### src/apb_pkg.sv
`default_nettype none

package apb_pkg;

    // Bus widths
    localparam int ADDR_WIDTH = 32;
    localparam int DATA_WIDTH = 32;
    localparam int STRB_WIDTH = DATA_WIDTH / 8;

    // Number of windows in the address map
    localparam int NUM_SLAVES = 3;

    // Slave port index of each device
    localparam int SLV_REG   = 0;
    localparam int SLV_RAM_A = 1;
    localparam int SLV_RAM_B = 2;

    // Inclusive windows, first match wins
    localparam logic [ADDR_WIDTH-1:0] SLAVE_BASE [NUM_SLAVES] = '{
        32'h0000_0000,  // Registers
        32'h0000_1000,  // RAM A
        32'h0000_2000   // RAM B
    };
    localparam logic [ADDR_WIDTH-1:0] SLAVE_LIMIT [NUM_SLAVES] = '{
        32'h0000_000F,
        32'h0000_1FFF,
        32'h0000_2FFF
    };

    // Value of the read-only ID register
    localparam logic [DATA_WIDTH-1:0] REG_ID_VALUE = 32'hA9B0_0001;

    // Request from a master, or from the crossbar toward a slave
    typedef struct packed {
        logic                  psel;
        logic                  penable;
        logic                  pwrite;
        logic [ADDR_WIDTH-1:0] paddr;
        logic [DATA_WIDTH-1:0] pwdata;
        logic [STRB_WIDTH-1:0] pstrb;
    } apb_req_t;

    typedef struct packed {
        logic                  pready;
        logic [DATA_WIDTH-1:0] prdata;
        logic                  pslverr;
    } apb_rsp_t;

    typedef enum logic [1:0] {
        ARB_IDLE   = 2'd0,
        ARB_SETUP  = 2'd1,  // Registered setup after a handover
        ARB_ACCESS = 2'd2
    } arb_state_e;

endpackage

`default_nettype wire

### src/apb_reg_slave.sv
`default_nettype none

module apb_reg_slave (
    input  wire logic              clk,
    input  wire logic              rst,
    input  wire apb_pkg::apb_req_t req,
    output apb_pkg::apb_rsp_t      rsp
);

    localparam int NUM_RW = 3;  // Offsets 0x0, 0x4, 0x8

    logic [apb_pkg::DATA_WIDTH-1:0] regs [NUM_RW];
    logic [1:0]                     offset;
    logic                           access;
    logic                           id_sel;

    assign access = req.psel && req.penable;
    assign offset = req.paddr[3:2];
    assign id_sel = (offset == 2'd3);  // 0xC is the ID

    // No wait states, answers in the first access cycle
    always_comb begin
        rsp         = '0;
        rsp.pready  = access;
        rsp.pslverr = access && req.pwrite && id_sel;
        if (access && !req.pwrite) begin
            if (id_sel) begin
                rsp.prdata = apb_pkg::REG_ID_VALUE;
            end
            for (int r = 0; r < NUM_RW; r++) begin
                if (offset == 2'(r)) begin
                    rsp.prdata = regs[r];
                end
            end
        end
    end

    always_ff @(posedge clk) begin
        if (rst) begin
            for (int r = 0; r < NUM_RW; r++) begin
                regs[r] <= '0;
            end
        end else if (access && req.pwrite && !id_sel) begin
            for (int r = 0; r < NUM_RW; r++) begin
                for (int b = 0; b < apb_pkg::STRB_WIDTH; b++) begin
                    if (offset == 2'(r) && req.pstrb[b]) begin
                        regs[r][8*b +: 8] <= req.pwdata[8*b +: 8];  // Byte lane
                    end
                end
            end
        end
    end

endmodule

`default_nettype wire

### config.mk
export PLATFORM = sky130hd
export DESIGN_NAME = apb_reg_slave
export DESIGN_NICKNAME = d
export VERILOG_FILES = /design/src/apb_pkg.sv /design/src/apb_reg_slave.sv
export SDC_FILE = /design/constraint.sdc
export NUM_CORES = 1
export LEC_CHECK = 0
export BUFFER_PORTS_ARGS = -buffer_cell sky130_fd_sc_hd__buf_2
export CAP_MARGIN = 20
export CORE_MARGIN = 4
export CORE_UTILIZATION = 48
export CTS_CLUSTER_DIAMETER = 150
export DETAILED_ROUTE_END_ITERATION = 8
export MAX_ROUTING_LAYER = met4
export PLACE_DENSITY = 0.79
export RECOVER_POWER = 50
export SKIP_CTS_REPAIR_TIMING = 1
export SYNTH_ARGS = -nofsm -noshare
export SYNTH_HDL_FRONTEND = slang
export SYNTH_SLANG_ARGS = --single-unit
### constraint.sdc
create_clock -name clk -period 1.6 [get_ports clk]
set_clock_uncertainty 0.05 [all_clocks]
set_input_delay 0.16 -clock clk [delete_from_list [all_inputs] [get_ports clk]]
set_output_delay 0.16 -clock clk [all_outputs]
set_load 0.05 [all_outputs]
==> summary.md, run 1 <==
| Metric | Value |
|---|---|
| Sw frac | `0.230` |
| Reported max-cap violation count | `0` |
| Main combinational cell family by area after synthesis | `simple AND/OR/NAND/NOR gates` |
| Power, Total | `5.54 mW` |
| Worst max-slew margin expressed relative to the limit | `0.604` |
| Number of filler cells placed in the layout | `between 600 and 700` |
| Number of routed nets with antenna violations | `0` |
| Library cell with the highest instance count after synthesis | `sky130_fd_sc_hd__edfxtp_1` |
| Number of global-route vias before repair | `2991` |
| Syn. warnings | `0` |
| Hold path depth | `2` |
| Sequential share of power | `0.533` |
| Most area-consuming cells after synthesis | `sky130_fd_sc_hd__edfxtp_1 65%, sky130_fd_sc_hd__mux2i_1 5.4%, sky130_fd_sc_hd__nor3b_1 5.1%` |
| Number of flip-flops under the largest register name | `96` |
| Number of synthesized flops with an enable pin | `96` |
| Routed length per placed instance | `approximately 19 um` |
| Critical path's slowest cell | `sky130_fd_sc_hd__edfxtp_1` |
| Synthesized netlist cell count | `326` |
| Hold Path Origin | `req[16]` |
| Fraction of the cycle the final worst path needs | `0.997` |
| Antenna diode count | `0` |
| CP Class | `reg -> out` |
| Via/cell ratio | `5.43` |
| Design internal power | `4.27 mW` |
| Multiplexer share of the synthesized area | `0.0744` |
| Largest fanout of any net on the critical path | `1` |
| Worst hold path class | `in -> reg` |
| Netlist cell types | `30` |
| Routed Wire Length | `10100 um` |
| Fin crit period | `1600 ps` |
| Clock slew seen by the registers of the worst setup and hold paths | `100 ps` |
| Die Y-Extent | `~100 um` |
| Antenna violations before repair | `0` |
| Register ranked first by flip-flop count | `regs` |
| Simple-gate area share of the yosys netlist | `0.178` |
| Final hold violation count | `0` |
| Required time of the worst setup path | `between 1000 and 1500 ps` |
| Net count of the finished layout | `between 400 and 500` |
| Proportion of netlist area held by the largest area contributor | `0.649` |
| Unrepaired setup endpoints after global routing | `yes` |
| Min Hold Slack | `35.2 ps` |
| WP data arrival | `1390 ps` |
| Drt first-iter violations | `97` |
| Compound-Gate Fraction of Synth Area | `0.0606` |
| Gpl congestion | `0.776` |
| CTS root buf | `sky130_fd_sc_hd__clkbuf_8` |
| Predominant post-synthesis flop cell | `sky130_fd_sc_hd__edfxtp_1` |
| Hold Path End | `regs[2][12]` |
| First-pass detailed-route iteration total | `4` |
| Core utilization of the finished layout | `0.657` |
| Synthesized area divided by synthesized cell count | `13.6 sq um` |
| Share of synthesized cell area in full adder, half adder and majority cells | `0` |
| Outcome | `completed` |
| Largest net degree at the start of global routing | `33` |
| CORE AREA | `8850 sq um` |
| CTS buffer count | `9` |
| Clock network power share | `0.338` |
| Synthesis-to-finish area growth | `30.9%` |
| TritonCTS Sinks | `96` |
| Final global-route overflow total | `0` |
| Cell Area, Placed | `5240 sq um` |
| First-pass GRT wire length | `15400 um` |
| Number of design rule violations left after detail routing | `0` |
| Flop and latch count out of synthesis | `96` |
| Post-placement worst setup slack | `-138 ps` |
| Crit-path max cell delay | `410 ps` |
| CTS tree | `done` |
| Net count after synthesis | `approximately 400` |
| Number of instances in the placed design | `513` |
| Detailed-route via count | `2872` |
| Async set or reset register ratio after synthesis | `0` |
| Number of buffers added on ports | `76` |
| Width of the chip | `104 um` |
| Top Registers | `regs (96)` |
| Placed wire-length estimate after detailed placement | `6730 um` |
| XOR/XNOR share of the synthesized area | `0` |
| Global router's overall resource usage | `0.190` |
| Worst Setup Start Kind | `register` |
| Number of H-tree levels | `3` |
| Worst IR drop on VDD | `approximately 600 uV` |
| Part of the Yosys area used for sequential elements | `0.649` |
| Full die area | `around 11000 sq um` |
| Final worst slack | `4.11 ps` |
| Fmax | `627 MHz` |
| Cell type contributing the most total cell area after synthesis | `sky130_fd_sc_hd__edfxtp_1` |
| Tightest Pin Transition | `between 500 and 600 ps` |
| Final cell area excluding filler cells | `5810 sq um` |
| Type of destination of the critical path | `primary output` |
| Leakage power of the design | `2.18 nW` |
| Initial Utilization | `0.502` |
| Placement row count | `34` |
| Series of cell instances along the critical path | `mux2_4 > o22ai_4 > nor2_2 > buf_6` |
| Netlist Area Pre-Place | `4440 sq um` |
| Power per cell area | `954 nW/um^2` |
| Total negative slack for setup checks | `0 ps` |
| Fraction of final layout cells with drive strength greater than 1 | `0.475` |
| Synth top cells by count | `96 x sky130_fd_sc_hd__edfxtp_1, 30 x sky130_fd_sc_hd__nor3b_1, 28 x sky130_fd_sc_hd__and2_1` |
| Post-route insts no fill | `529` |
| Switching power | `1.27 mW` |
| Fraction of power consumed by combinational cells | `0.129` |
| Number of max-slew violations in the final report | `0` |
| Endpoints failing setup | `0` |
| Number of buffers on the longest clock path | `2` |
| Top-Level Pins | `between 100 and 150` |
[power groups by stage]
stage	clock, mW	combinational, mW	sequential [mW]
3_5_place_dp	0	0.623	3.01
2_1_floorplan	0	0.396	2.99
4_1_cts	1.88	0.626	2.95
5_1_grt	1.98	0.762	2.97
6_report	1.87	0.714	2.96
3_3_place_gp	0	0.612	3.00
[placed cells by master (no fill, tap or decap), types with 5 or more instances in the layout]
master,synthesis,final
sky130_fd_sc_hd__mux2i_1,24,24
sky130_fd_sc_hd__buf_12,0,10
sky130_fd_sc_hd__or2_4,0,21
sky130_fd_sc_hd__buf_6,4,33
sky130_fd_sc_hd__a21oi_2,0,23
sky130_fd_sc_hd__nor3b_1,30,30
sky130_fd_sc_hd__nand2_1,24,24
sky130_fd_sc_hd__and2_1,28,28
sky130_fd_sc_hd__o22ai_2,0,7
sky130_fd_sc_hd__nor2_2,0,5
sky130_fd_sc_hd__or2_2,27,6
sky130_fd_sc_hd__clkbuf_8,1,9
sky130_fd_sc_hd__edfxtp_1,96,96
sky130_fd_sc_hd__buf_4,5,16
sky130_fd_sc_hd__buf_2,2,43
sky130_fd_sc_hd__a21o_1,6,6
[worst max-delay path, delay by kind of cell (launching register included)]
kind / cells / cell delay [ps]
AOI/OAI and AO/OA: 1 / 110
buffers and inverters: 1 / 160
muxes: 1 / 290
DFF: 1 / 410
and+or+nand+nor: 1 / 60
[logic make-up after synthesis]
group | after synthesis
muxes | 32
buffers and inverters | 27
DFF | 96
and+or+nand+nor | 129
AOI/OAI and AO/OA | 42
[how the worst max path moves through the flow]
stage                     start  slack (ps)          end  depth (start not counted)
floorplan               req[70]          20       rsp[1]                          4
global placement         req[1]        -100  regs[1][29]                          5
detailed placement       req[1]        -140   regs[1][3]                          5
CTS                 regs[1][18]         -90      rsp[19]                          4
global route         regs[1][0]         -60       rsp[1]                          4
finish               regs[1][0]           4       rsp[1]                          4
[area by class of cell]
cell class | instances | area [sq um] | area share
timing repair buffer | 105 | 918 | 0.158
inverter | 1 | 3.75 | 0.000646
clock inverter | 6 | 108 | 0.0185
tap | 108 | 135 | 0.0233
clock buffer | 10 | 128 | 0.0220
multi-input combinational | 203 | 1640 | 0.281
sequential | 96 | 2880 | 0.496
[metal layers]
layer  GRT usage  share of wire
met4      0.0503         0.0095
met1       0.225           0.41
met3      0.0478          0.050
met5           -              0
met2       0.325           0.53
No activity file was read; power rests on OpenSTA's default activity.
==> inputs of run 2 (changes only) <==
--- a/config.mk
+++ b/config.mk
@@ -13,7 +13,6 @@
 export DETAILED_ROUTE_END_ITERATION = 8
 export MAX_ROUTING_LAYER = met4
 export PLACE_DENSITY = 0.79
-export RECOVER_POWER = 50
 export SKIP_CTS_REPAIR_TIMING = 1
 export SYNTH_ARGS = -nofsm -noshare
 export SYNTH_HDL_FRONTEND = slang
==> summary.md, run 2 (same netlist as run 1, synthesis figures left out) <==
| Metric | Value |
|---|---|
| CTS tree | `done` |
| Reported max-cap violation count | `0 (unchanged)` |
| Global router's overall resource usage | `0.190 (unchanged)` |
| Number of design rule violations left after detail routing | `0 (unchanged)` |
| Power, Total | `5.54 mW (-0.11%)` |
| Final hold violation count | `0 (unchanged)` |
| Total negative slack for setup checks | `0 ps (unchanged)` |
| Routed length per placed instance | `19.2 um (+0.22%)` |
| Core utilization of the finished layout | `0.658 (+0.00113)` |
| Number of buffers on the longest clock path | `2 (unchanged)` |
| CTS buffer count | `9 (unchanged)` |
| Required time of the worst setup path | `1390 ps (about the same)` |
| Fin crit period | `1580 ps (-12.4 ps)` |
| Min Hold Slack | `32.6 ps (-2.64 ps)` |
| Number of flip-flops under the largest register name | `96 (unchanged)` |
| Fraction of power consumed by combinational cells | `0.129 (about the same)` |
| Routed Wire Length | `10200 um (+0.22%)` |
| Power per cell area | `951 nW/um^2 (-0.28%)` |
| First-pass GRT wire length | `15400 um (unchanged)` |
| Number of buffers added on ports | `76 (unchanged)` |
| CTS root buf | `sky130_fd_sc_hd__clkbuf_8` |
| Fraction of the cycle the final worst path needs | `0.990 (-0.00777)` |
| Fmax | `632 MHz (+0.78%)` |
| Outcome | `completed` |
| Drt first-iter violations | `101 (+4.1%)` |
| Top-Level Pins | `107 (unchanged)` |
| Final cell area excluding filler cells | `5820 sq um (+0.17%)` |
| Crit-path max cell delay | `400 ps (about the same)` |
| Full die area | `10900 sq um (unchanged)` |
| Worst max-slew margin expressed relative to the limit | `0.699 (+0.0951)` |
| Worst hold path class | `in -> reg` |
| Top library cells by usage in the layout, fill and taps aside | `96 x sky130_fd_sc_hd__edfxtp_1, 44 x sky130_fd_sc_hd__buf_2, 33 x sky130_fd_sc_hd__buf_6` |
| Worst Setup Start Kind | `register` |
| Number of max-slew violations in the final report | `0 (unchanged)` |
| TritonCTS Sinks | `96 (unchanged)` |
| WP data arrival | `1370 ps (-20 ps)` |
| Unrepaired setup endpoints after global routing | `yes` |
| Critical path's slowest cell | `sky130_fd_sc_hd__edfxtp_1` |
| First-pass detailed-route iteration total | `4 (unchanged)` |
| Synthesis-to-finish area growth | `31.1%` |
| Largest net degree at the start of global routing | `33 (unchanged)` |
| Initial Utilization | `0.502 (unchanged)` |
| Series of cell instances along the critical path | `mux2_4 > o22ai_4 > nor2_2 > buf_6` |
| Net count of the finished layout | `489 (unchanged)` |
| CP Class | `reg -> out` |
| Type of destination of the critical path | `primary output` |
| Width of the chip | `104 um (unchanged)` |
| Number of global-route vias before repair | `2991 (unchanged)` |
| CORE AREA | `8850 sq um (unchanged)` |
| Final global-route overflow total | `0 (unchanged)` |
| Tightest Pin Transition | `451 ps (-146 ps)` |
| Design internal power | `4.27 mW (about the same)` |
| Placed wire-length estimate after detailed placement | `6730 um (unchanged)` |
| Leakage power of the design | `2.20 nW (+0.59%)` |
| Register ranked first by flip-flop count | `regs` |
| Top Registers | `regs (96)` |
| Number of filler cells placed in the layout | `660 (-0.30%)` |
| Gpl congestion | `0.776 (unchanged)` |
| Via/cell ratio | `5.45 (+0.42%)` |
| Setup crit end | `rsp[1]` |
| Switching power | `1.27 mW (-0.55%)` |
| Sequential share of power | `0.534 (about the same)` |
| Largest fanout of any net on the critical path | `1 (unchanged)` |
| Placement row count | `34 (unchanged)` |
| Most frequent standard cell in the layout excluding fill and tap cells | `sky130_fd_sc_hd__edfxtp_1` |
| Fraction of final layout cells with drive strength greater than 1 | `0.487 (+0.0119)` |
| Hold path depth | `2 (unchanged)` |
| Antenna diode count | `0 (unchanged)` |
| Die Y-Extent | `104 um (unchanged)` |
| Endpoints failing setup | `0 (unchanged)` |
| Antenna violations before repair | `0 (unchanged)` |
| Detailed-route via count | `2884 (+0.42%)` |
| Worst IR drop on VDD | `603 uV (-1.0%)` |
| Number of H-tree levels | `3 (unchanged)` |
| Sw frac | `0.229 (-0.000998)` |
| Clock network power share | `0.337 (about the same)` |
| Cell Area, Placed | `5240 sq um (unchanged)` |
| Number of routed nets with antenna violations | `0 (unchanged)` |
| Clock slew seen by the registers of the worst setup and hold paths | `100 ps (about the same)` |
| Worst setup startpoint | `regs[1][0]` |
[run 2: cell count changes in the layout (fill, tap and decap cells not counted)]
cell	before	now
sky130_fd_sc_hd__and4_1	1	0
sky130_fd_sc_hd__and4_2	0	1
sky130_fd_sc_hd__buf_2	43	44
sky130_fd_sc_hd__buf_4	16	18
sky130_fd_sc_hd__clkbuf_1	4	1
sky130_fd_sc_hd__a31o_2	0	1
sky130_fd_sc_hd__a31o_1	1	0
[run 2: how the worst min path moves through the flow]
stage | slack [ps] | from | to
6_report | 30 | req[16] | regs[2][12]
5_1_grt | 30 | req[19] | regs[2][15]
4_1_cts | 20 | req[16] | regs[2][12]
3_5_place_dp | 400 | req[25] | regs[2][21]
3_3_place_gp | 400 | req[27] | regs[2][23]
2_1_floorplan | 310 | req[14] | regs[2][10]
[run 2: worst max-delay path: cells and delay by family, from the launching register on]
| kind | cells | cell delay (ps) |
|---|---|---|
| multiplexers | 1 | 290 |
| AND/OR/NAND/NOR | 1 | 60 |
| flip-flops | 1 | 400 |
| buffers and inverters | 1 | 160 |
| AO/OA/AOI/OAI | 1 | 110 |
[run 2: cell type report]
type	instances	area, sq um	area share
inverters	1	3.75	0.000645
well taps	108	135	0.0232
clock buffers	10	128	0.0219
multi-input cells	203	1640	0.281
clock inverters	6	108	0.0185
repair buffers	105	927	0.159
flip-flops and latches	96	2880	0.495
[run 2: layer usage]
metal	GRT usage	routed length [um]
met2	0.325	5380
met4	0.0503	99
met1	0.225	4030
met3	0.0478	644
met5	-	0
[run 2: through the flow]
step,std cells,setup WS (ps)
floorplan,326,16.0
global placement,513,-104
detailed placement,513,-138
CTS,529,-94.4
global route,529,-57.5
finish,529,16.5
[run 2: power by group through the flow]
stage                     Combinational [mW]  Sequential (mW)  Clock [mW]
final                                  0.714             2.95        1.87
after global routing                   0.763             2.97        1.98
after global placement                 0.612             3.00           0
after floorplan                        0.396             2.99           0
after CTS                              0.626             2.95        1.88
after detailed placement               0.623             3.01           0
==> inputs of run 3 (changes only) <==
--- a/config.mk
+++ b/config.mk
@@ -5,6 +5,7 @@
 export SDC_FILE = /design/constraint.sdc
 export NUM_CORES = 1
 export LEC_CHECK = 0
+export ABC_AREA = 1
 export BUFFER_PORTS_ARGS = -buffer_cell sky130_fd_sc_hd__buf_2
 export CAP_MARGIN = 20
 export CORE_MARGIN = 4
==> summary.md, run 3 <==
| Metric | Value |
|---|---|
| Clock slew seen by the registers of the worst setup and hold paths | `80 ps (-20 ps)` |
| Die Y-Extent | `103 um (-0.96%)` |
| Top-Level Pins | `107 (unchanged)` |
| Number of synthesized flops with an enable pin | `96 (unchanged)` |
| Number of flip-flops under the largest register name | `96 (unchanged)` |
| Antenna diode count | `0 (unchanged)` |
| Predominant post-synthesis flop cell | `sky130_fd_sc_hd__edfxtp_1` |
| Share of synthesized cell area in full adder, half adder and majority cells | `0 (unchanged)` |
| Fin crit period | `1550 ps (-35.4 ps)` |
| CTS root buf | `sky130_fd_sc_hd__clkbuf_8` |
| Net count of the finished layout | `614 (+26%)` |
| Netlist Area Pre-Place | `4350 sq um (-2.1%)` |
| Number of design rule violations left after detail routing | `0 (unchanged)` |
| Largest net degree at the start of global routing | `33 (unchanged)` |
| Most frequent standard cell in the layout excluding fill and tap cells | `sky130_fd_sc_hd__nand2_1` |
| Routed metal-1 wire length | `3510 um (-13%)` |
| Register ranked first by flip-flop count | `regs` |
| Tightest Pin Transition | `404 ps (-46.7 ps)` |
| Proportion of netlist area held by the largest area contributor | `0.663 (+0.0136)` |
| CTS tree | `done` |
| WP data arrival | `1340 ps (-30 ps)` |
| Placed wire-length estimate after detailed placement | `6580 um (-2.2%)` |
| TritonCTS Sinks | `96 (unchanged)` |
| Number of buffers on the longest clock path | `2 (unchanged)` |
| Routed Wire Length | `9240 um (-9.0%)` |
| Compound-Gate Fraction of Synth Area | `0.0207 (-0.0399)` |
| Net count after synthesis | `521 (+31%)` |
| Synthesis-to-finish area growth | `20.7%` |
| Syn. warnings | `0 (unchanged)` |
| Part of the Yosys area used for sequential elements | `0.663 (+0.0136)` |
| Number of routed nets with antenna violations | `0 (unchanged)` |
| Antenna violations before repair | `0 (unchanged)` |
| Gpl congestion | `0.807 (+3.9%)` |
| Initial Utilization | `0.496 (-0.00555)` |
| Endpoints failing setup | `0 (unchanged)` |
| Async set or reset register ratio after synthesis | `0 (unchanged)` |
| Fmax | `646 MHz (+2.3%)` |
| Cell type contributing the most total cell area after synthesis | `sky130_fd_sc_hd__edfxtp_1` |
| CP Class | `in -> out` |
| Total negative slack for setup checks | `0 ps (unchanged)` |
| Met3 wire length | `664 um (+3.1%)` |
| Cell Area, Placed | `5040 sq um (-3.8%)` |
| Leakage power of the design | `2.67 nW (+21%)` |
| Largest fanout of any net on the critical path | `11 (+10)` |
| Detailed-route via count | `3180 (+10%)` |
| Highest routed metal layer | `met4` |
| First-pass GRT wire length | `14200 um (-8.1%)` |
| Width of the chip | `103 um (-0.96%)` |
| Top library cells by usage in the layout, fill and taps aside | `147 x sky130_fd_sc_hd__nand2_1, 96 x sky130_fd_sc_hd__edfxtp_1, 87 x sky130_fd_sc_hd__inv_1` |
| Power per cell area | `949 nW/um^2 (-0.17%)` |
| Final hold violation count | `0 (unchanged)` |
| Outcome | `completed` |
| CP delay by family, top | `buffers and inverters` |
| Placement row count | `34 (unchanged)` |
| Number of global-route vias before repair | `3088 (+3.2%)` |
| Top Registers | `regs (96)` |
| Multiplexer share of the synthesized area | `0 (-0.0744)` |
| Flop and latch count out of synthesis | `96 (unchanged)` |
| Fraction of the cycle the final worst path needs | `0.968 (-0.0221)` |
| Routed length per placed instance | `14.2 um (-26%)` |
| Synthesized netlist cell count | `448 (+37%)` |
| Worst max-slew margin expressed relative to the limit | `0.730 (+0.0311)` |
| Netlist cell types | `16 (-47%)` |
| Series of cell instances along the critical path | `buf_2 > inv_1 > nand2_2 > inv_4 > buf_4 > nand2_1 > nand3_1 > nand2_1 > inv_1 > buf_2` |
| Worst hold path class | `in -> reg` |
| Worst Setup Start Kind | `primary input` |
| Global router's overall resource usage | `0.184 (-0.00573)` |
| Required time of the worst setup path | `1390 ps (about the same)` |
| Synthesized area divided by synthesized cell count | `9.71 sq um (-29%)` |
| Via/cell ratio | `4.87 (-11%)` |
| Worst IR drop on VDD | `401 uV (-33%)` |
| Number of buffers added on ports | `76 (unchanged)` |
| CORE AREA | `8760 sq um (-0.96%)` |
| Reported max-cap violation count | `0 (unchanged)` |
| Type of destination of the critical path | `primary output` |
| Main combinational cell family by area after synthesis | `simple AND/OR/NAND/NOR gates` |
| Met2 wirelength from detailed routing | `4950 um (-7.9%)` |
| XOR/XNOR share of the synthesized area | `0 (unchanged)` |
| Crit-path max cell delay | `260 ps (-140 ps)` |
| Final global-route overflow total | `0 (unchanged)` |
| First-pass detailed-route iteration total | `4 (unchanged)` |
| Worst path bufs/invs | `6 (+5)` |
| Drt first-iter violations | `182 (+80%)` |
| Fraction of final layout cells with drive strength greater than 1 | `0.235 (-0.252)` |
| Power, Total | `4.98 mW (-10%)` |
| Number of H-tree levels | `3 (unchanged)` |
| Number of max-slew violations in the final report | `0 (unchanged)` |
| Simple-gate area share of the yosys netlist | `0.210 (+0.0322)` |
| CTS buffer count | `9 (unchanged)` |
| Full die area | `10600 sq um (-1.9%)` |
| Most area-consuming cells after synthesis | `sky130_fd_sc_hd__edfxtp_1 66%, sky130_fd_sc_hd__nand2_1 13%, sky130_fd_sc_hd__inv_1 7.5%` |
| Final cell area excluding filler cells | `5250 sq um (-9.8%)` |
| Library cell with the highest instance count after synthesis | `sky130_fd_sc_hd__nand2_1` |
| Synth top cells by count | `147 x sky130_fd_sc_hd__nand2_1, 96 x sky130_fd_sc_hd__edfxtp_1, 87 x sky130_fd_sc_hd__inv_1` |
| Critical path's slowest cell | `sky130_fd_sc_hd__buf_2` |
-- run 3: changes by cell type in the layout (fill, tap and decap cells not counted), moves of 24 or more --
| cell | previous run | this run |
|---|---|---|
| sky130_fd_sc_hd__nor2_1 | 4 | 33 |
| sky130_fd_sc_hd__buf_6 | 33 | 0 |
| sky130_fd_sc_hd__nand3_1 | 0 | 35 |
| sky130_fd_sc_hd__and2_1 | 28 | 0 |
| sky130_fd_sc_hd__inv_1 | 1 | 87 |
| sky130_fd_sc_hd__nand2_1 | 24 | 147 |
| sky130_fd_sc_hd__mux2i_1 | 24 | 0 |
| sky130_fd_sc_hd__nor3b_1 | 30 | 0 |
-- run 3: cell families after synthesis --
family,after synthesis
and+or+nand+nor,227
buffers and inverters,109
DFF,96
AOI/OAI and AO/OA,16
-- run 3: worst paths after layout --
path | startpoint | end | slack (ps) | cells past startpoint
min | req[10] | regs[0][6] | 50 | 3
max | req[38] | rsp[3] | 50 | 10
-- run 3: power breakdown --
part	internal [mW]	switching (mW)
Clock	0.708	0.749
Combinational	0.185	0.366
Sequential	2.93	0.0430
Total	3.82	1.16
-- run 3: final cells by class --
type                            count  area, sq um
Sequential cell                    96         2880
Timing Repair Buffer               99          676
Multi-Input combinational cell    243         1030
Tap cell                          108          135
Inverter                           92          348
Fill cell                         718         3520
Clock buffer                       11          131
Clock inverter                      4         46.3
-- run 3: routing by layer --
layer	track usage	vias up
li1	-	1588
met2	0.327	129
met1	0.211	1453
met4	0.0568	0
met3	0.0376	10
met5	-	-
-- run 3: metrics by stage --
stage,hold WS (ps),util,std cells,setup WS (ps)
floorplan,298,-,448,83.3
detailed placement,405,0.575,638,-52.9
global placement,397,0.575,638,-43.9
CTS,37.0,0.595,653,-56.1
global route,29.3,0.599,653,-22.3
finish,48.3,0.599,653,52.0
