==> src/apb_pkg.sv <==
`default_nettype none

package apb_pkg;

    // Bus widths
    localparam int ADDR_WIDTH = 32;
    localparam int DATA_WIDTH = 32;
    localparam int STRB_WIDTH = DATA_WIDTH / 8;

    // Number of windows in the address map
    localparam int NUM_SLAVES = 3;

    // Slave port index of each device
    localparam int SLV_REG   = 0;
    localparam int SLV_RAM_A = 1;
    localparam int SLV_RAM_B = 2;

    // Inclusive windows, first match wins
    localparam logic [ADDR_WIDTH-1:0] SLAVE_BASE [NUM_SLAVES] = '{
        32'h0000_0000,  // Registers
        32'h0000_1000,  // RAM A
        32'h0000_2000   // RAM B
    };
    localparam logic [ADDR_WIDTH-1:0] SLAVE_LIMIT [NUM_SLAVES] = '{
        32'h0000_000F,
        32'h0000_1FFF,
        32'h0000_2FFF
    };

    // Value of the read-only ID register
    localparam logic [DATA_WIDTH-1:0] REG_ID_VALUE = 32'hA9B0_0001;

    // Request from a master, or from the crossbar toward a slave
    typedef struct packed {
        logic                  psel;
        logic                  penable;
        logic                  pwrite;
        logic [ADDR_WIDTH-1:0] paddr;
        logic [DATA_WIDTH-1:0] pwdata;
        logic [STRB_WIDTH-1:0] pstrb;
    } apb_req_t;

    typedef struct packed {
        logic                  pready;
        logic [DATA_WIDTH-1:0] prdata;
        logic                  pslverr;
    } apb_rsp_t;

    typedef enum logic [1:0] {
        ARB_IDLE   = 2'd0,
        ARB_SETUP  = 2'd1,  // Registered setup after a handover
        ARB_ACCESS = 2'd2
    } arb_state_e;

endpackage

`default_nettype wire

==> src/apb_addr_decoder.sv <==
`default_nettype none

module apb_addr_decoder (
    input  wire logic [apb_pkg::ADDR_WIDTH-1:0] paddr,
    output logic      [apb_pkg::NUM_SLAVES-1:0] sel,
    output logic                                miss
);

    logic found;

    // Windows are checked in order, only the first hit is flagged
    always_comb begin
        sel   = '0;
        found = 1'b0;
        for (int j = 0; j < apb_pkg::NUM_SLAVES; j++) begin
            if (!found &&
                (paddr >= apb_pkg::SLAVE_BASE[j]) &&
                (paddr <= apb_pkg::SLAVE_LIMIT[j])) begin
                sel[j] = 1'b1;
                found  = 1'b1;
            end
        end
    end

    assign miss = !found;  // Outside every window

endmodule

`default_nettype wire

==> src/apb_crossbar.sv <==
`default_nettype none

module apb_crossbar #(
    parameter int NUM_MASTERS = 2
) (
    input  wire logic              clk,
    input  wire logic              rst,
    input  wire apb_pkg::apb_req_t m_req [NUM_MASTERS],
    output apb_pkg::apb_rsp_t      m_rsp [NUM_MASTERS],
    output apb_pkg::apb_req_t      s_req [apb_pkg::NUM_SLAVES],
    input  wire apb_pkg::apb_rsp_t s_rsp [apb_pkg::NUM_SLAVES]
);

    logic [apb_pkg::NUM_SLAVES-1:0] dec_sel   [NUM_MASTERS];
    logic [NUM_MASTERS-1:0]         dec_miss;
    logic [NUM_MASTERS-1:0]         arb_req   [apb_pkg::NUM_SLAVES];
    logic [NUM_MASTERS-1:0]         arb_grant [apb_pkg::NUM_SLAVES];
    logic [apb_pkg::NUM_SLAVES-1:0] arb_done;

    // One decoder per master
    for (genvar i = 0; i < NUM_MASTERS; i++) begin : g_dec
        apb_addr_decoder i_dec (
            .paddr (m_req[i].paddr),
            .sel   (dec_sel[i]),
            .miss  (dec_miss[i])
        );
    end

    // Request vector of each slave, one bit per master
    always_comb begin
        for (int j = 0; j < apb_pkg::NUM_SLAVES; j++) begin
            for (int i = 0; i < NUM_MASTERS; i++) begin
                arb_req[j][i] = m_req[i].psel && dec_sel[i][j];
            end
        end
    end

    // One arbiter per slave port
    for (genvar j = 0; j < apb_pkg::NUM_SLAVES; j++) begin : g_arb
        apb_slave_arbiter #(
            .NUM_MASTERS (NUM_MASTERS)
        ) i_arb (
            .clk       (clk),
            .rst       (rst),
            .req       (arb_req[j]),
            .slave_rsp (s_rsp[j]),
            .m_req     (m_req),
            .slave_req (s_req[j]),
            .grant     (arb_grant[j]),
            .done      (arb_done[j])
        );
    end

    // Response steering back to the masters
    always_comb begin
        for (int i = 0; i < NUM_MASTERS; i++) begin
            m_rsp[i] = '0;  // Stall unless something below answers

            // Error responder for unmapped addresses
            if (m_req[i].psel && m_req[i].penable && dec_miss[i]) begin
                m_rsp[i].pready  = 1'b1;
                m_rsp[i].pslverr = 1'b1;
            end

            // Only the grantee sees its slave, and only when it finishes
            for (int j = 0; j < apb_pkg::NUM_SLAVES; j++) begin
                if (arb_grant[j][i] && arb_done[j]) begin
                    m_rsp[i] = s_rsp[j];
                end
            end
        end
    end

endmodule

`default_nettype wire

==> src/apb_slave_arbiter.sv <==
`default_nettype none

module apb_slave_arbiter #(
    parameter int NUM_MASTERS = 2
) (
    input  wire logic                 clk,
    input  wire logic                 rst,
    input  wire logic [NUM_MASTERS-1:0] req,
    input  wire apb_pkg::apb_rsp_t    slave_rsp,
    input  wire apb_pkg::apb_req_t    m_req [NUM_MASTERS],
    output apb_pkg::apb_req_t         slave_req,
    output logic [NUM_MASTERS-1:0]    grant,
    output logic                      done
);

    localparam int IDX_W = (NUM_MASTERS > 1) ? $clog2(NUM_MASTERS) : 1;

    apb_pkg::arb_state_e    state;
    logic [IDX_W-1:0]       gnt_idx_q;  // Current grantee, also the round-robin pointer
    logic [NUM_MASTERS-1:0] cand_mask;
    logic [IDX_W-1:0]       pick_idx;
    logic                   pick_any;
    logic [IDX_W-1:0]       cur_idx;
    logic                   active;

    // While a transfer runs, the grantee itself is not a candidate
    assign cand_mask = (state == apb_pkg::ARB_ACCESS) ?
                       (req & ~(NUM_MASTERS'(1) << gnt_idx_q)) : req;

    // Search starts just after the last grantee
    always_comb begin
        pick_any = 1'b0;
        pick_idx = '0;
        for (int k = 1; k <= NUM_MASTERS; k++) begin
            if (!pick_any && cand_mask[(int'(gnt_idx_q) + k) % NUM_MASTERS]) begin
                pick_any = 1'b1;
                pick_idx = IDX_W'((int'(gnt_idx_q) + k) % NUM_MASTERS);
            end
        end
    end

    assign active  = (state != apb_pkg::ARB_IDLE) || pick_any;
    assign cur_idx = (state == apb_pkg::ARB_IDLE) ? pick_idx : gnt_idx_q;
    assign done    = (state == apb_pkg::ARB_ACCESS) && slave_rsp.pready;

    // Grantee's request toward the slave, phases generated here
    always_comb begin
        slave_req = '0;
        grant     = '0;
        if (active) begin
            slave_req         = m_req[cur_idx];
            slave_req.psel    = 1'b1;
            slave_req.penable = (state == apb_pkg::ARB_ACCESS);
            grant[cur_idx]    = 1'b1;
        end
    end

    always_ff @(posedge clk) begin
        if (rst) begin
            state     <= apb_pkg::ARB_IDLE;
            gnt_idx_q <= IDX_W'(NUM_MASTERS - 1);  // Master 0 wins first
        end else begin
            case (state)
                apb_pkg::ARB_IDLE: begin
                    if (pick_any) begin
                        state     <= apb_pkg::ARB_ACCESS;
                        gnt_idx_q <= pick_idx;
                    end
                end
                apb_pkg::ARB_SETUP: state <= apb_pkg::ARB_ACCESS;
                apb_pkg::ARB_ACCESS: begin
                    if (done) begin
                        if (pick_any) begin
                            // Waiting master, replay its setup next cycle
                            state     <= apb_pkg::ARB_SETUP;
                            gnt_idx_q <= pick_idx;
                        end else begin
                            state <= apb_pkg::ARB_IDLE;
                        end
                    end
                end
                default: state <= apb_pkg::ARB_IDLE;
            endcase
        end
    end

endmodule

`default_nettype wire

==> config.mk <==
export PLATFORM = sky130hd
export DESIGN_NAME = apb_crossbar
export DESIGN_NICKNAME = d
export VERILOG_FILES = /design/src/apb_pkg.sv /design/src/apb_addr_decoder.sv /design/src/apb_crossbar.sv /design/src/apb_slave_arbiter.sv
export SDC_FILE = /design/constraint.sdc
export NUM_CORES = 1
export LEC_CHECK = 0
export BUFFER_PORTS_ARGS = -buffer_cell sky130_fd_sc_hd__buf_2
export CORE_AREA = 2 2 208 210
export CTS_CLUSTER_DIAMETER = 80
export DETAILED_ROUTE_END_ITERATION = 12
export DIE_AREA = 0 0 210 212
export PLACE_DENSITY = 0.46
export SLEW_MARGIN = 10
export SYNTH_ARGS = -nofsm -noshare
export SYNTH_HDL_FRONTEND = slang
export SYNTH_SLANG_ARGS = --single-unit
==> constraint.sdc <==
create_clock -name clk -period 6.7 [get_ports clk]
set_input_delay 1.34 -clock clk [delete_from_list [all_inputs] [get_ports clk]]
set_output_delay 1.34 -clock clk [all_outputs]
set_load 0.01 [all_outputs]
==> results of run 1 <==
[power by group through the flow]
stage | registers (mW) | logic [mW] | clock network, mW
floorplan | 0.0547 | 0.0183 | 0
global placement | 0.0543 | 0.156 | 0
detailed placement | 0.0543 | 0.158 | 0
CTS | 0.0534 | 0.158 | 0.106
global route | 0.0534 | 0.170 | 0.109
finish | 0.0534 | 0.160 | 0.106
[layer usage]
layer	share of wire, %	GRT usage, %	vias up
met5	0.015	0	-
met4	1.9	3.86	2
met3	7.2	2.47	48
met2	51	30.9	563
met1	40	20.4	5070
li1	-	-	4744
[layout by cell type, fill, tap and decap left out, types with 3 or more instances in the layout]
| master | count |
|---|---|
| o211ai_1 | 99 |
| a21oi_1 | 40 |
| nand4_1 | 104 |
| nor2b_1 | 7 |
| nor3_1 | 6 |
| nor3b_1 | 3 |
| a22o_1 | 110 |
| buf_2 | 526 |
| clkbuf_16 | 3 |
| nand2_1 | 37 |
| diode_2 | 9 |
| a22oi_1 | 64 |
| or3_1 | 8 |
| nor2_1 | 69 |
| nor4_1 | 13 |
| nand3_1 | 6 |
| and2_1 | 3 |
| a21o_1 | 49 |
| or4_1 | 3 |
| nand3b_1 | 4 |
| o21ai_0 | 83 |
| inv_1 | 6 |
| dfxtp_1 | 8 |
| a211oi_4 | 3 |
| and4_2 | 4 |
| mux2i_1 | 21 |
| buf_12 | 6 |
| a32o_1 | 27 |
| buf_4 | 21 |
[state kept, by name (all words and copies together), names as in the netlist]
signal,flops
g_arb.i_arb.state,6
g_arb.i_arb.gnt_idx_q,3
[critical path: stages]
cell and delay, ns:
buf_2 0.12, nor4_1 0.77, nand2_1 0.24, nor3_1 0.39
o2bb2ai_4 0.29, buf_4 0.61, a22o_1 0.28, buf_2 0.15
[kinds of logic (layout without fill, tap and decap cells)]
| logic type | Yosys count | count (layout) | synth area share (%) |
|---|---|---|---|
| AND/OR/NAND/NOR | 282 | 282 | 24.4 |
| multiplexers | 21 | 21 | 3.40 |
| XOR/XNOR | 1 | 1 | 0.142 |
| AO/OA/AOI/OAI | 496 | 496 | 59.2 |
| other | 0 | 9 | 0 |
| buffers and inverters | 151 | 564 | 9.91 |
| flip-flops | 9 | 9 | 2.91 |
[final cells by class]
class / instances / area share (%)
Antenna cell: 9 / 0.239
Clock buffer: 4 / 0.837
Inverter: 7 / 0.279
Multi-Input combinational cell: 800 / 58.5
Sequential cell: 9 / 1.95
Tap cell: 546 / 7.26
Timing Repair Buffer: 553 / 30.9
[path summary, 6_finish.rpt]
check	startpoint	end	cells past startpoint
max	m_req[121]	s_req[7]	8
min	g_arb[0].i_arb.state[1]$_SDFFE_PP0P_	g_arb[0].i_arb.state[0]$_SDFFE_PP0P_	2
max reg2reg	g_arb[1].i_arb.gnt_idx_q$_SDFFE_PP1P_	g_arb[1].i_arb.gnt_idx_q$_SDFFE_PP1P_	3
min reg2reg	g_arb[0].i_arb.state[1]$_SDFFE_PP0P_	g_arb[0].i_arb.state[0]$_SDFFE_PP0P_	2
[metrics by stage]
step	instances	setup slack, ns	cell area [sq um]	power (mW)	hold WS, ns
2_1_floorplan	960	1.85	6190	0.0730	0.512
3_3_place_gp	1915	1.13	9310	0.210	0.577
3_5_place_dp	1915	1.12	9310	0.212	0.586
4_1_cts	1919	1.12	9390	0.318	0.593
5_1_grt	1927	0.950	9410	0.333	0.618
6_report	1928	1.09	9420	0.319	0.610
==> flow_metrics.py, run 1 <==
metrics = {
    "logic_synthesis": {
        "synthTopCellsByCount": "clkbuf_1, a22o_1, nand4_1",
        "syn-cell-area_sq_um": 6190,
        "synth_top_area_share_pct": 15.6,
        "syn_inst": 960,
        "synth_top_area_cell": "a22o_1",
        "synth_area_leaders": "a22o_1, o211ai_1, nand4_1",
        "synth_seq_cells": 9,
        "yosys_warnings": 0,
        "synth.most_common_cell": "clkbuf_1",
        "synth-edff-count": 0,
        "syn_nets": 1206,
        "synth_area_per_cell_sq_um": 6.45,
        "ys_seq_area_share_pct": 2.91,
        "synthFlopType": "dfxtp_1",
        "synth.distinct_cells": 53,
        "async_reset_ff_share_pct": 0,
    },
    "routing": {
        "viasPerCell": 5.41,
        "drc_errors": 0,
        "wire_per_inst_microns": 21.0,
        "wl_microns": 40500,
        "first_pass_iters": 5,
        "antenna_left": 0,
        "drt_iter0_drc": 729,
        "dr_total_vias": 10400,
    },
    "placement": {
        "place_congestion": 0.901,
        "portBuffers": 526,
        "place_hpwl_microns": 31500,
    },
    "clock_tree": {
        "tritoncts.num_buffers": 3,
        "htree_levels": 1,
        "cts_buffer_depth": 2,
        "post_cts_resized": 0,
        "hold_buffers": 0,
        "numClockSinks": 9,
        "clk_pin_slew_worst_paths_ns": 0.04,
        "cts_setup_buffers": 0,
        "root_buffer": "clkbuf_16",
        "cts_tree": "built",
        "insertion_delay_ns": 0.23,
    },
    "grt": {
        "grt_pass1_wl_microns": 58800,
        "track_usage_pct": 16.7,
        "grt_overflow_total": 0,
        "grt_max_degree": 150,
        "antenna_found_initial": 13,
        "grt_pass1_vias": 9309,
    },
    "cells_and_area": {
        "final_util_pct": 22.2,
        "seq_area_sq_um": 184,
        "final_nets": 1620,
        "multi_input_area_sq_um": 5510,
        "fill_cells": 4859,
        "area_growth_pct": 52.1,
        "drive_gt1_share_pct": 42.2,
    },
    "critical_path": {
        "worstPathArrival_ns": 4.27,
        "r2r_setup_slack_ns": 5.04,
        "cp.required_ns": 5.36,
        "cp_max_fo": 56,
        "path_class": "primary input to output port",
        "startpoint_type": "primary input",
        "end_kind": "output port",
    },
    "power_and_ir_drop": {
        "power.static_leakage_nw": 4.27,
        "switchingPower_mw": 0.123,
        "p_comb_share_pct": 50.1,
        "peakVddDrop_v": 0.0000757,
        "power.density_nw_per_um2": 33.9,
        "p_clk_share_pct": 33.1,
        "seq_power_share_pct": 16.8,
        "swShare_pct": 38.7,
        "p_int_mw": 0.196,
    },
    "sta": {
        "setup_tns_ns": 0,
        "grt_setup_unrepaired": "false",
        "fin_crit_ns": 5.61,
        "relSlewSlack_pct": 38.7,
        "worst_slew_pin_slew_ns": 0.919,
        "fmax_mhz": 178,
        "final_max_slew_viol_count": 0,
        "clock_skew_ns": 0.00176,
        "fin_crit_sh_pct": 83.8,
        "finalHoldViolCount": 0,
        "setup_violations": 0,
    },
    "floorplan": {
        "die_w_microns": 210,
        "ios": 527,
        "initial_core_util_pct": 14.6,
        "placementRows": 76,
        "core_area_sq_um": 42500,
        "die_h_microns": 212,
        "dieArea_sq_um": 44500,
    },
    "min_path": {
        "hold_path_class": "register to register",
    },
    "flow_run": {
        "cap_violations": 0,
    },
    "status": {
        "status": "finished, final reports clean",
    },
}
No activity file was read; power rests on OpenSTA's default activity.
==> run 2, diff against run 1 <==
--- a/config.mk
+++ b/config.mk
@@ -10,7 +10,7 @@
 export CTS_CLUSTER_DIAMETER = 80
 export DETAILED_ROUTE_END_ITERATION = 12
 export DIE_AREA = 0 0 210 212
-export PLACE_DENSITY = 0.46
+export PLACE_DENSITY = 0.47
 export SLEW_MARGIN = 10
 export SYNTH_ARGS = -nofsm -noshare
 export SYNTH_HDL_FRONTEND = slang
==> constraint.sdc (replaced) <==
create_clock -name clk -period 5.1 [get_ports clk]
set_input_delay 1.02 -clock clk [delete_from_list [all_inputs] [get_ports clk]]
set_output_delay 1.02 -clock clk [all_outputs]
set_load 0.01 [all_outputs]
==> run 2 against run 1 <==
  * Register-to-register slack got worse by 1.8 ns
  * Die area stayed put
  * Sequential share of layout area barely moved
  * Final area grew 1.6%
  * Clock skew down 0.0016 ns
  * Cell count up 0.52%
  * Critical endpoint is now s_req[196]
  * Utilization increased by 0.36 points
  * Power is 32% higher
  * Via count up 0.46%
  * Sequential power up 31%
  * Hold slack worse by 0.017 ns
==> flow_metrics.py, run 2 (synthesis results as in run 1) <==
metrics = {
    "placement": {
        "placed_area_sq_um": 9470,
        "place_congestion": 0.903,
        "portBuffers": 526,
        "place_hpwl_microns": 32700,
    },
    "floorplan": {
        "initial_core_util_pct": 14.6,
        "dieArea_sq_um": 44500,
        "placementRows": 76,
        "die_h_microns": 212,
        "die_w_microns": 210,
        "ios": 527,
        "core_area_sq_um": 42500,
    },
    "routing": {
        "first_pass_iters": 5,
        "dr_total_vias": 10500,
        "drt_iter0_drc": 946,
        "wl_microns": 41600,
        "antenna_left": 0,
        "viasPerCell": 5.41,
        "drc_errors": 0,
        "wire_per_inst_microns": 21.5,
    },
    "clock_tree": {
        "cts_tree": "built",
        "hold_buffers": 0,
        "clk_pin_slew_worst_paths_ns": 0.04,
        "numClockSinks": 9,
        "tritoncts.num_buffers": 3,
        "cts_setup_buffers": 0,
        "cts_buffer_depth": 2,
        "insertion_delay_ns": 0.24,
        "htree_levels": 1,
        "root_buffer": "clkbuf_16",
    },
    "grt": {
        "track_usage_pct": 17.3,
        "grt_max_degree": 106,
        "grt_overflow_total": 0,
        "grt_pass1_wl_microns": 60400,
        "antenna_found_initial": 12,
        "grt_pass1_vias": 9407,
    },
    "critical_path": {
        "path_class": "primary input to output port",
        "cp.required_ns": 4.08,
        "end_kind": "output port",
        "cp_slowest_cell": "nor4_1",
        "worstPathArrival_ns": 3.85,
        "cp_max_fo": 18,
        "slowest_delay_ns": 0.53,
        "cp_cell_sequence": "buf_2 -> or4_1 -> nor4_1 -> buf_4 -> a41oi_1 -> nor3_4 -> buf_4 -> a32o_1 -> buf_2",
        "startpoint_type": "primary input",
    },
    "sta": {
        "fmax_mhz": 205,
        "clock_skew_ns": 0.000140,
        "fin_crit_sh_pct": 95.5,
        "setup_violations": 0,
        "fin_crit_ns": 4.87,
        "relSlewSlack_pct": 27.4,
        "setup_tns_ns": 0,
        "worst_slew_pin_slew_ns": 1.09,
        "final_max_slew_viol_count": 0,
        "grt_setup_unrepaired": "false",
        "finalHoldViolCount": 0,
    },
    "cells_and_area": {
        "final_nets": 1632,
        "layout_commonest_cell": "buf_2",
        "drive_gt1_share_pct": 42.7,
        "regMostFlops": "g_arb.i_arb.state",
        "fill_cells": 4843,
        "area_growth_pct": 54.7,
        "top_regs": "g_arb.i_arb.state x6, g_arb.i_arb.gnt_idx_q x3",
        "final_util_pct": 22.5,
        "finish.instance_area_sq_um": 9570,
        "final_cell_mix": "buf_2, a22o_1, nand4_1",
        "largest_reg_flops": 6,
    },
    "power_and_ir_drop": {
        "power.density_nw_per_um2": 44.1,
        "peakVddDrop_v": 0.0000536,
        "power.static_leakage_nw": 4.36,
        "power_mw": 0.422,
    },
    "status": {
        "status": "finished, final reports clean",
    },
    "min_path": {
        "hold_path_class": "register to register",
    },
    "flow_run": {
        "cap_violations": 0,
    },
}
run 2: cell types whose count changed in the layout (fill, tap and decap cells not counted), sizes merged:
cell and change:
diode -2, buf +12, clkinv +1, clkbuf -1
run 2: worst max-delay path: cells and delay by family:
kind | cells | cell delay (ns)
AO/OA/AOI/OAI | 2 | 0.40
AND/OR/NAND/NOR | 3 | 1.54
buffers and inverters | 4 | 0.87
run 2: routing by layer:
metal,GRT usage (%),vias to the layer above,share of wire [%]
met5,0,-,0.050
met4,4.26,4,2.2
met3,2.10,56,7.3
met2,31.9,611,51
met1,21.2,5035,40
li1,-,4769,-
run 2: path summary, 6_finish.rpt:
| kind | startpoint | end | slack (ns) | cells after the start |
|---|---|---|---|---|
| max | m_req[112] | s_req[196] | 0.23 | 9 |
| min | g_arb[0].i_arb.state[1]$_SDFFE_PP0P_ | g_arb[0].i_arb.state[0]$_SDFFE_PP0P_ | 0.59 | 2 |
| max reg2reg | g_arb[0].i_arb.gnt_idx_q$_SDFFE_PP1P_ | g_arb[0].i_arb.state[0]$_SDFFE_PP0P_ | 3.27 | 4 |
| min reg2reg | g_arb[0].i_arb.state[1]$_SDFFE_PP0P_ | g_arb[0].i_arb.state[0]$_SDFFE_PP0P_ | 0.59 | 2 |
run 2: cell type report:
cell class	count	area [sq um]	area share, %
timing repair buffer	565	3060	32.0
inverter	7	26.3	0.275
tap	546	683	7.14
clock inverter	1	5.00	0.0523
multi-input combinational	800	5520	57.6
antenna	7	17.5	0.183
sequential	9	184	1.92
clock buffer	3	75.1	0.784
run 2: repair_timing:
| action | CTS | global route |
|---|---|---|
| gates resized for setup | 1 | 0 |
| endpoints found under the hold margin | 0 | 0 |
| setup endpoints to repair | 9 | 0 |
run 2: where the power goes:
part	internal [mW]	leakage, nW	total [mW]	switching (mW)
clock network	0.104	0.0409	0.141	0.0372
logic	0.0834	4.25	0.212	0.128
registers	0.0701	0.0725	0.0701	0.000000278
total	0.257	4.36	0.422	0.165
run 2: stage by stage:
stage | worst slack (ns) | std cells | hold slack (ns)
floorplan | 0.886 | 960 | 0.512
global placement | 0.00493 | 1927 | 0.576
detailed placement | -0.0785 | 1927 | 0.572
CTS | 0.112 | 1931 | 0.585
global route | 0.0681 | 1937 | 0.629
finish | 0.231 | 1938 | 0.593
==> run 3, diff against run 2 <==
--- a/config.mk
+++ b/config.mk
@@ -6,11 +6,11 @@
 export NUM_CORES = 1
 export LEC_CHECK = 0
 export BUFFER_PORTS_ARGS = -buffer_cell sky130_fd_sc_hd__buf_2
-export CORE_AREA = 2 2 208 210
+export CORE_AREA = 2 2 202 204
 export CTS_CLUSTER_DIAMETER = 80
 export DETAILED_ROUTE_END_ITERATION = 12
-export DIE_AREA = 0 0 210 212
-export PLACE_DENSITY = 0.47
+export DIE_AREA = 0 0 204 206
+export PLACE_DENSITY = 0.49
 export SLEW_MARGIN = 10
 export SYNTH_ARGS = -nofsm -noshare
 export SYNTH_HDL_FRONTEND = slang
==> run 3 against run 2 <==
  * Utilization up 1.2 points
  * Sequential share of layout area about the same
  * First-iteration DRC count down 5.7%
  * Highest routed layer is now met4
  * Non-clock buffer count down 1
==> flow_metrics.py, run 3 (synthesis results as in run 1) <==
metrics = {
    "floorplan": {
        "initial_core_util_pct": 15.4,
        "die_w_microns": 204,
        "die_h_microns": 206,
        "dieArea_sq_um": 42000,
        "placementRows": 74,
        "ios": 527,
        "core_area_sq_um": 40200,
    },
    "sta": {
        "grt_setup_unrepaired": "false",
        "fin_crit_sh_pct": 91.9,
        "setup_violations": 0,
        "worst_slew_pin_slew_ns": 0.808,
        "timing.final.ws_setup_ns": 0.413,
        "setup_tns_ns": 0,
        "fmax_mhz": 213,
        "finalHoldViolCount": 0,
        "relSlewSlack_pct": 45.4,
        "clock_skew_ns": 0.000235,
        "fin_crit_ns": 4.69,
        "final_max_slew_viol_count": 0,
    },
    "grt": {
        "grt_overflow_total": 0,
        "grt_busiest_layer": "met2",
        "grt_pass1_wl_microns": 57100,
        "grt_pass1_vias": 9485,
        "antenna_found_initial": 7,
        "globalRouteMet2Util_pct": 30.4,
        "track_usage_pct": 17.2,
        "gr-usage-met1_pct": 20.6,
        "grt_max_degree": 109,
        "grtUsageMet3_pct": 2.27,
    },
    "clock_tree": {
        "cts_buffer_depth": 2,
        "root_buffer": "clkbuf_16",
        "htree_levels": 1,
        "cts_tree": "built",
        "numClockSinks": 9,
        "cts_setup_buffers": 0,
        "hold_buffers": 0,
        "clk_pin_slew_worst_paths_ns": 0.04,
        "insertion_delay_ns": 0.23,
        "tritoncts.num_buffers": 3,
        "post_cts_resized": 0,
    },
    "routing": {
        "wl_microns": 39900,
        "antenna_left": 0,
        "dr_total_vias": 10600,
        "drc_errors": 0,
        "first_pass_iters": 5,
        "wire_per_inst_microns": 20.7,
        "drt_iter0_drc": 892,
        "viasPerCell": 5.51,
    },
    "placement": {
        "place_congestion": 0.929,
        "portBuffers": 526,
        "place_inst": 1912,
        "detailedPlace.worstSlack_ns": 0.367,
        "placed_area_sq_um": 9440,
        "place_hpwl_microns": 30600,
    },
    "power_and_ir_drop": {
        "p_clk_share_pct": 33.1,
        "p_int_mw": 0.258,
        "power.static_leakage_nw": 4.34,
        "p_comb_share_pct": 50.1,
        "power_mw": 0.419,
        "swShare_pct": 38.5,
        "switchingPower_mw": 0.162,
        "seq_power_share_pct": 16.7,
        "power.density_nw_per_um2": 44.0,
        "peakVddDrop_v": 0.0000650,
    },
    "cells_and_area": {
        "final_cell_mix": "buf_2, a22o_1, nand4_1",
        "regMostFlops": "g_arb.i_arb.state",
        "layout_commonest_cell": "buf_2",
        "largest_reg_flops": 6,
        "drive_gt1_share_pct": 42.6,
        "finish.instance_area_sq_um": 9540,
        "top_regs": "g_arb.i_arb.state x6, g_arb.i_arb.gnt_idx_q x3",
        "fill_cells": 4562,
        "final_cells": 1922,
        "final_nets": 1631,
        "area_growth_pct": 54.1,
    },
    "min_path": {
        "hold_path_class": "register to register",
    },
    "critical_path": {
        "end_kind": "output port",
        "startpoint_type": "primary input",
        "cp_max_fo": 56,
        "cp.required_ns": 4.08,
        "path_class": "primary input to output port",
        "worstPathArrival_ns": 3.67,
    },
    "flow_run": {
        "cap_violations": 0,
    },
    "status": {
        "status": "finished, final reports clean",
    },
}
==> run 3: cell count changes in the layout (fill, tap and decap cells not counted) <==
cell	change
clkinv_2	-1
buf_4	-1
diode_2	-1
clkinv_1	+1
nor3_2	+1
inv_2	-1
clkbuf_1	+1
nor3_4	-1
==> run 3: area by class of cell <==
class / count / area [sq um] / area share [%]
Sequential cell: 9 / 184 / 1.93
Multi-Input combinational cell: 800 / 5510 / 57.8
Inverter: 7 / 26.3 / 0.276
Antenna cell: 6 / 15.0 / 0.157
Clock buffer: 4 / 78.8 / 0.827
Tap cell: 532 / 666 / 6.98
Timing Repair Buffer: 564 / 3060 / 32.0
==> run 3: path summary, 6_finish.rpt <==
check                                                            from                                   end  slack (ns)  depth (start not counted)
worst max-delay path                                        m_req[58]                             s_req[38]        0.41                          8
worst min-delay path             g_arb[0].i_arb.state[1]$_SDFFE_PP0P_  g_arb[0].i_arb.state[0]$_SDFFE_PP0P_        0.60                          2
worst max register to register  g_arb[1].i_arb.gnt_idx_q$_SDFFE_PP1P_  g_arb[1].i_arb.state[1]$_SDFFE_PP0P_        3.26                          5
worst min register to register   g_arb[0].i_arb.state[1]$_SDFFE_PP0P_  g_arb[0].i_arb.state[0]$_SDFFE_PP0P_        0.60                          2
==> run 3: power groups by stage <==
stage	Sequential, mW	Combinational (mW)	Clock (mW)
2_1_floorplan	0.0719	0.0240	0
3_3_place_gp	0.0713	0.203	0
3_5_place_dp	0.0713	0.206	0
4_1_cts	0.0702	0.207	0.140
5_1_grt	0.0701	0.224	0.143
6_report	0.0702	0.210	0.139
==> run 3: per-stage QoR <==
step	hold slack, ns	util, %
6_report	0.597	23.7
5_1_grt	0.644	23.7
4_1_cts	0.582	23.7
3_5_place_dp	0.572	23.5
3_3_place_gp	0.570	23.5
2_1_floorplan	0.512	-
==> run 3: critical path, stage by stage <==
cell and delay, ns:
buf_2 0.13, or4_1 0.57, or3_1 0.45, or4_1 0.49, o2bb2ai_4 0.28, buf_12 0.25, a22o_1 0.24, buf_2 0.14
==> run 3: metal layers <==
| metal | vias up | share of wire (%) |
|---|---|---|
| met2 | 694 | 49 |
| met3 | 68 | 8.4 |
| met4 | 0 | 3.5 |
| met1 | 5055 | 39 |
| met5 | - | 0 |
| li1 | 4767 | - |
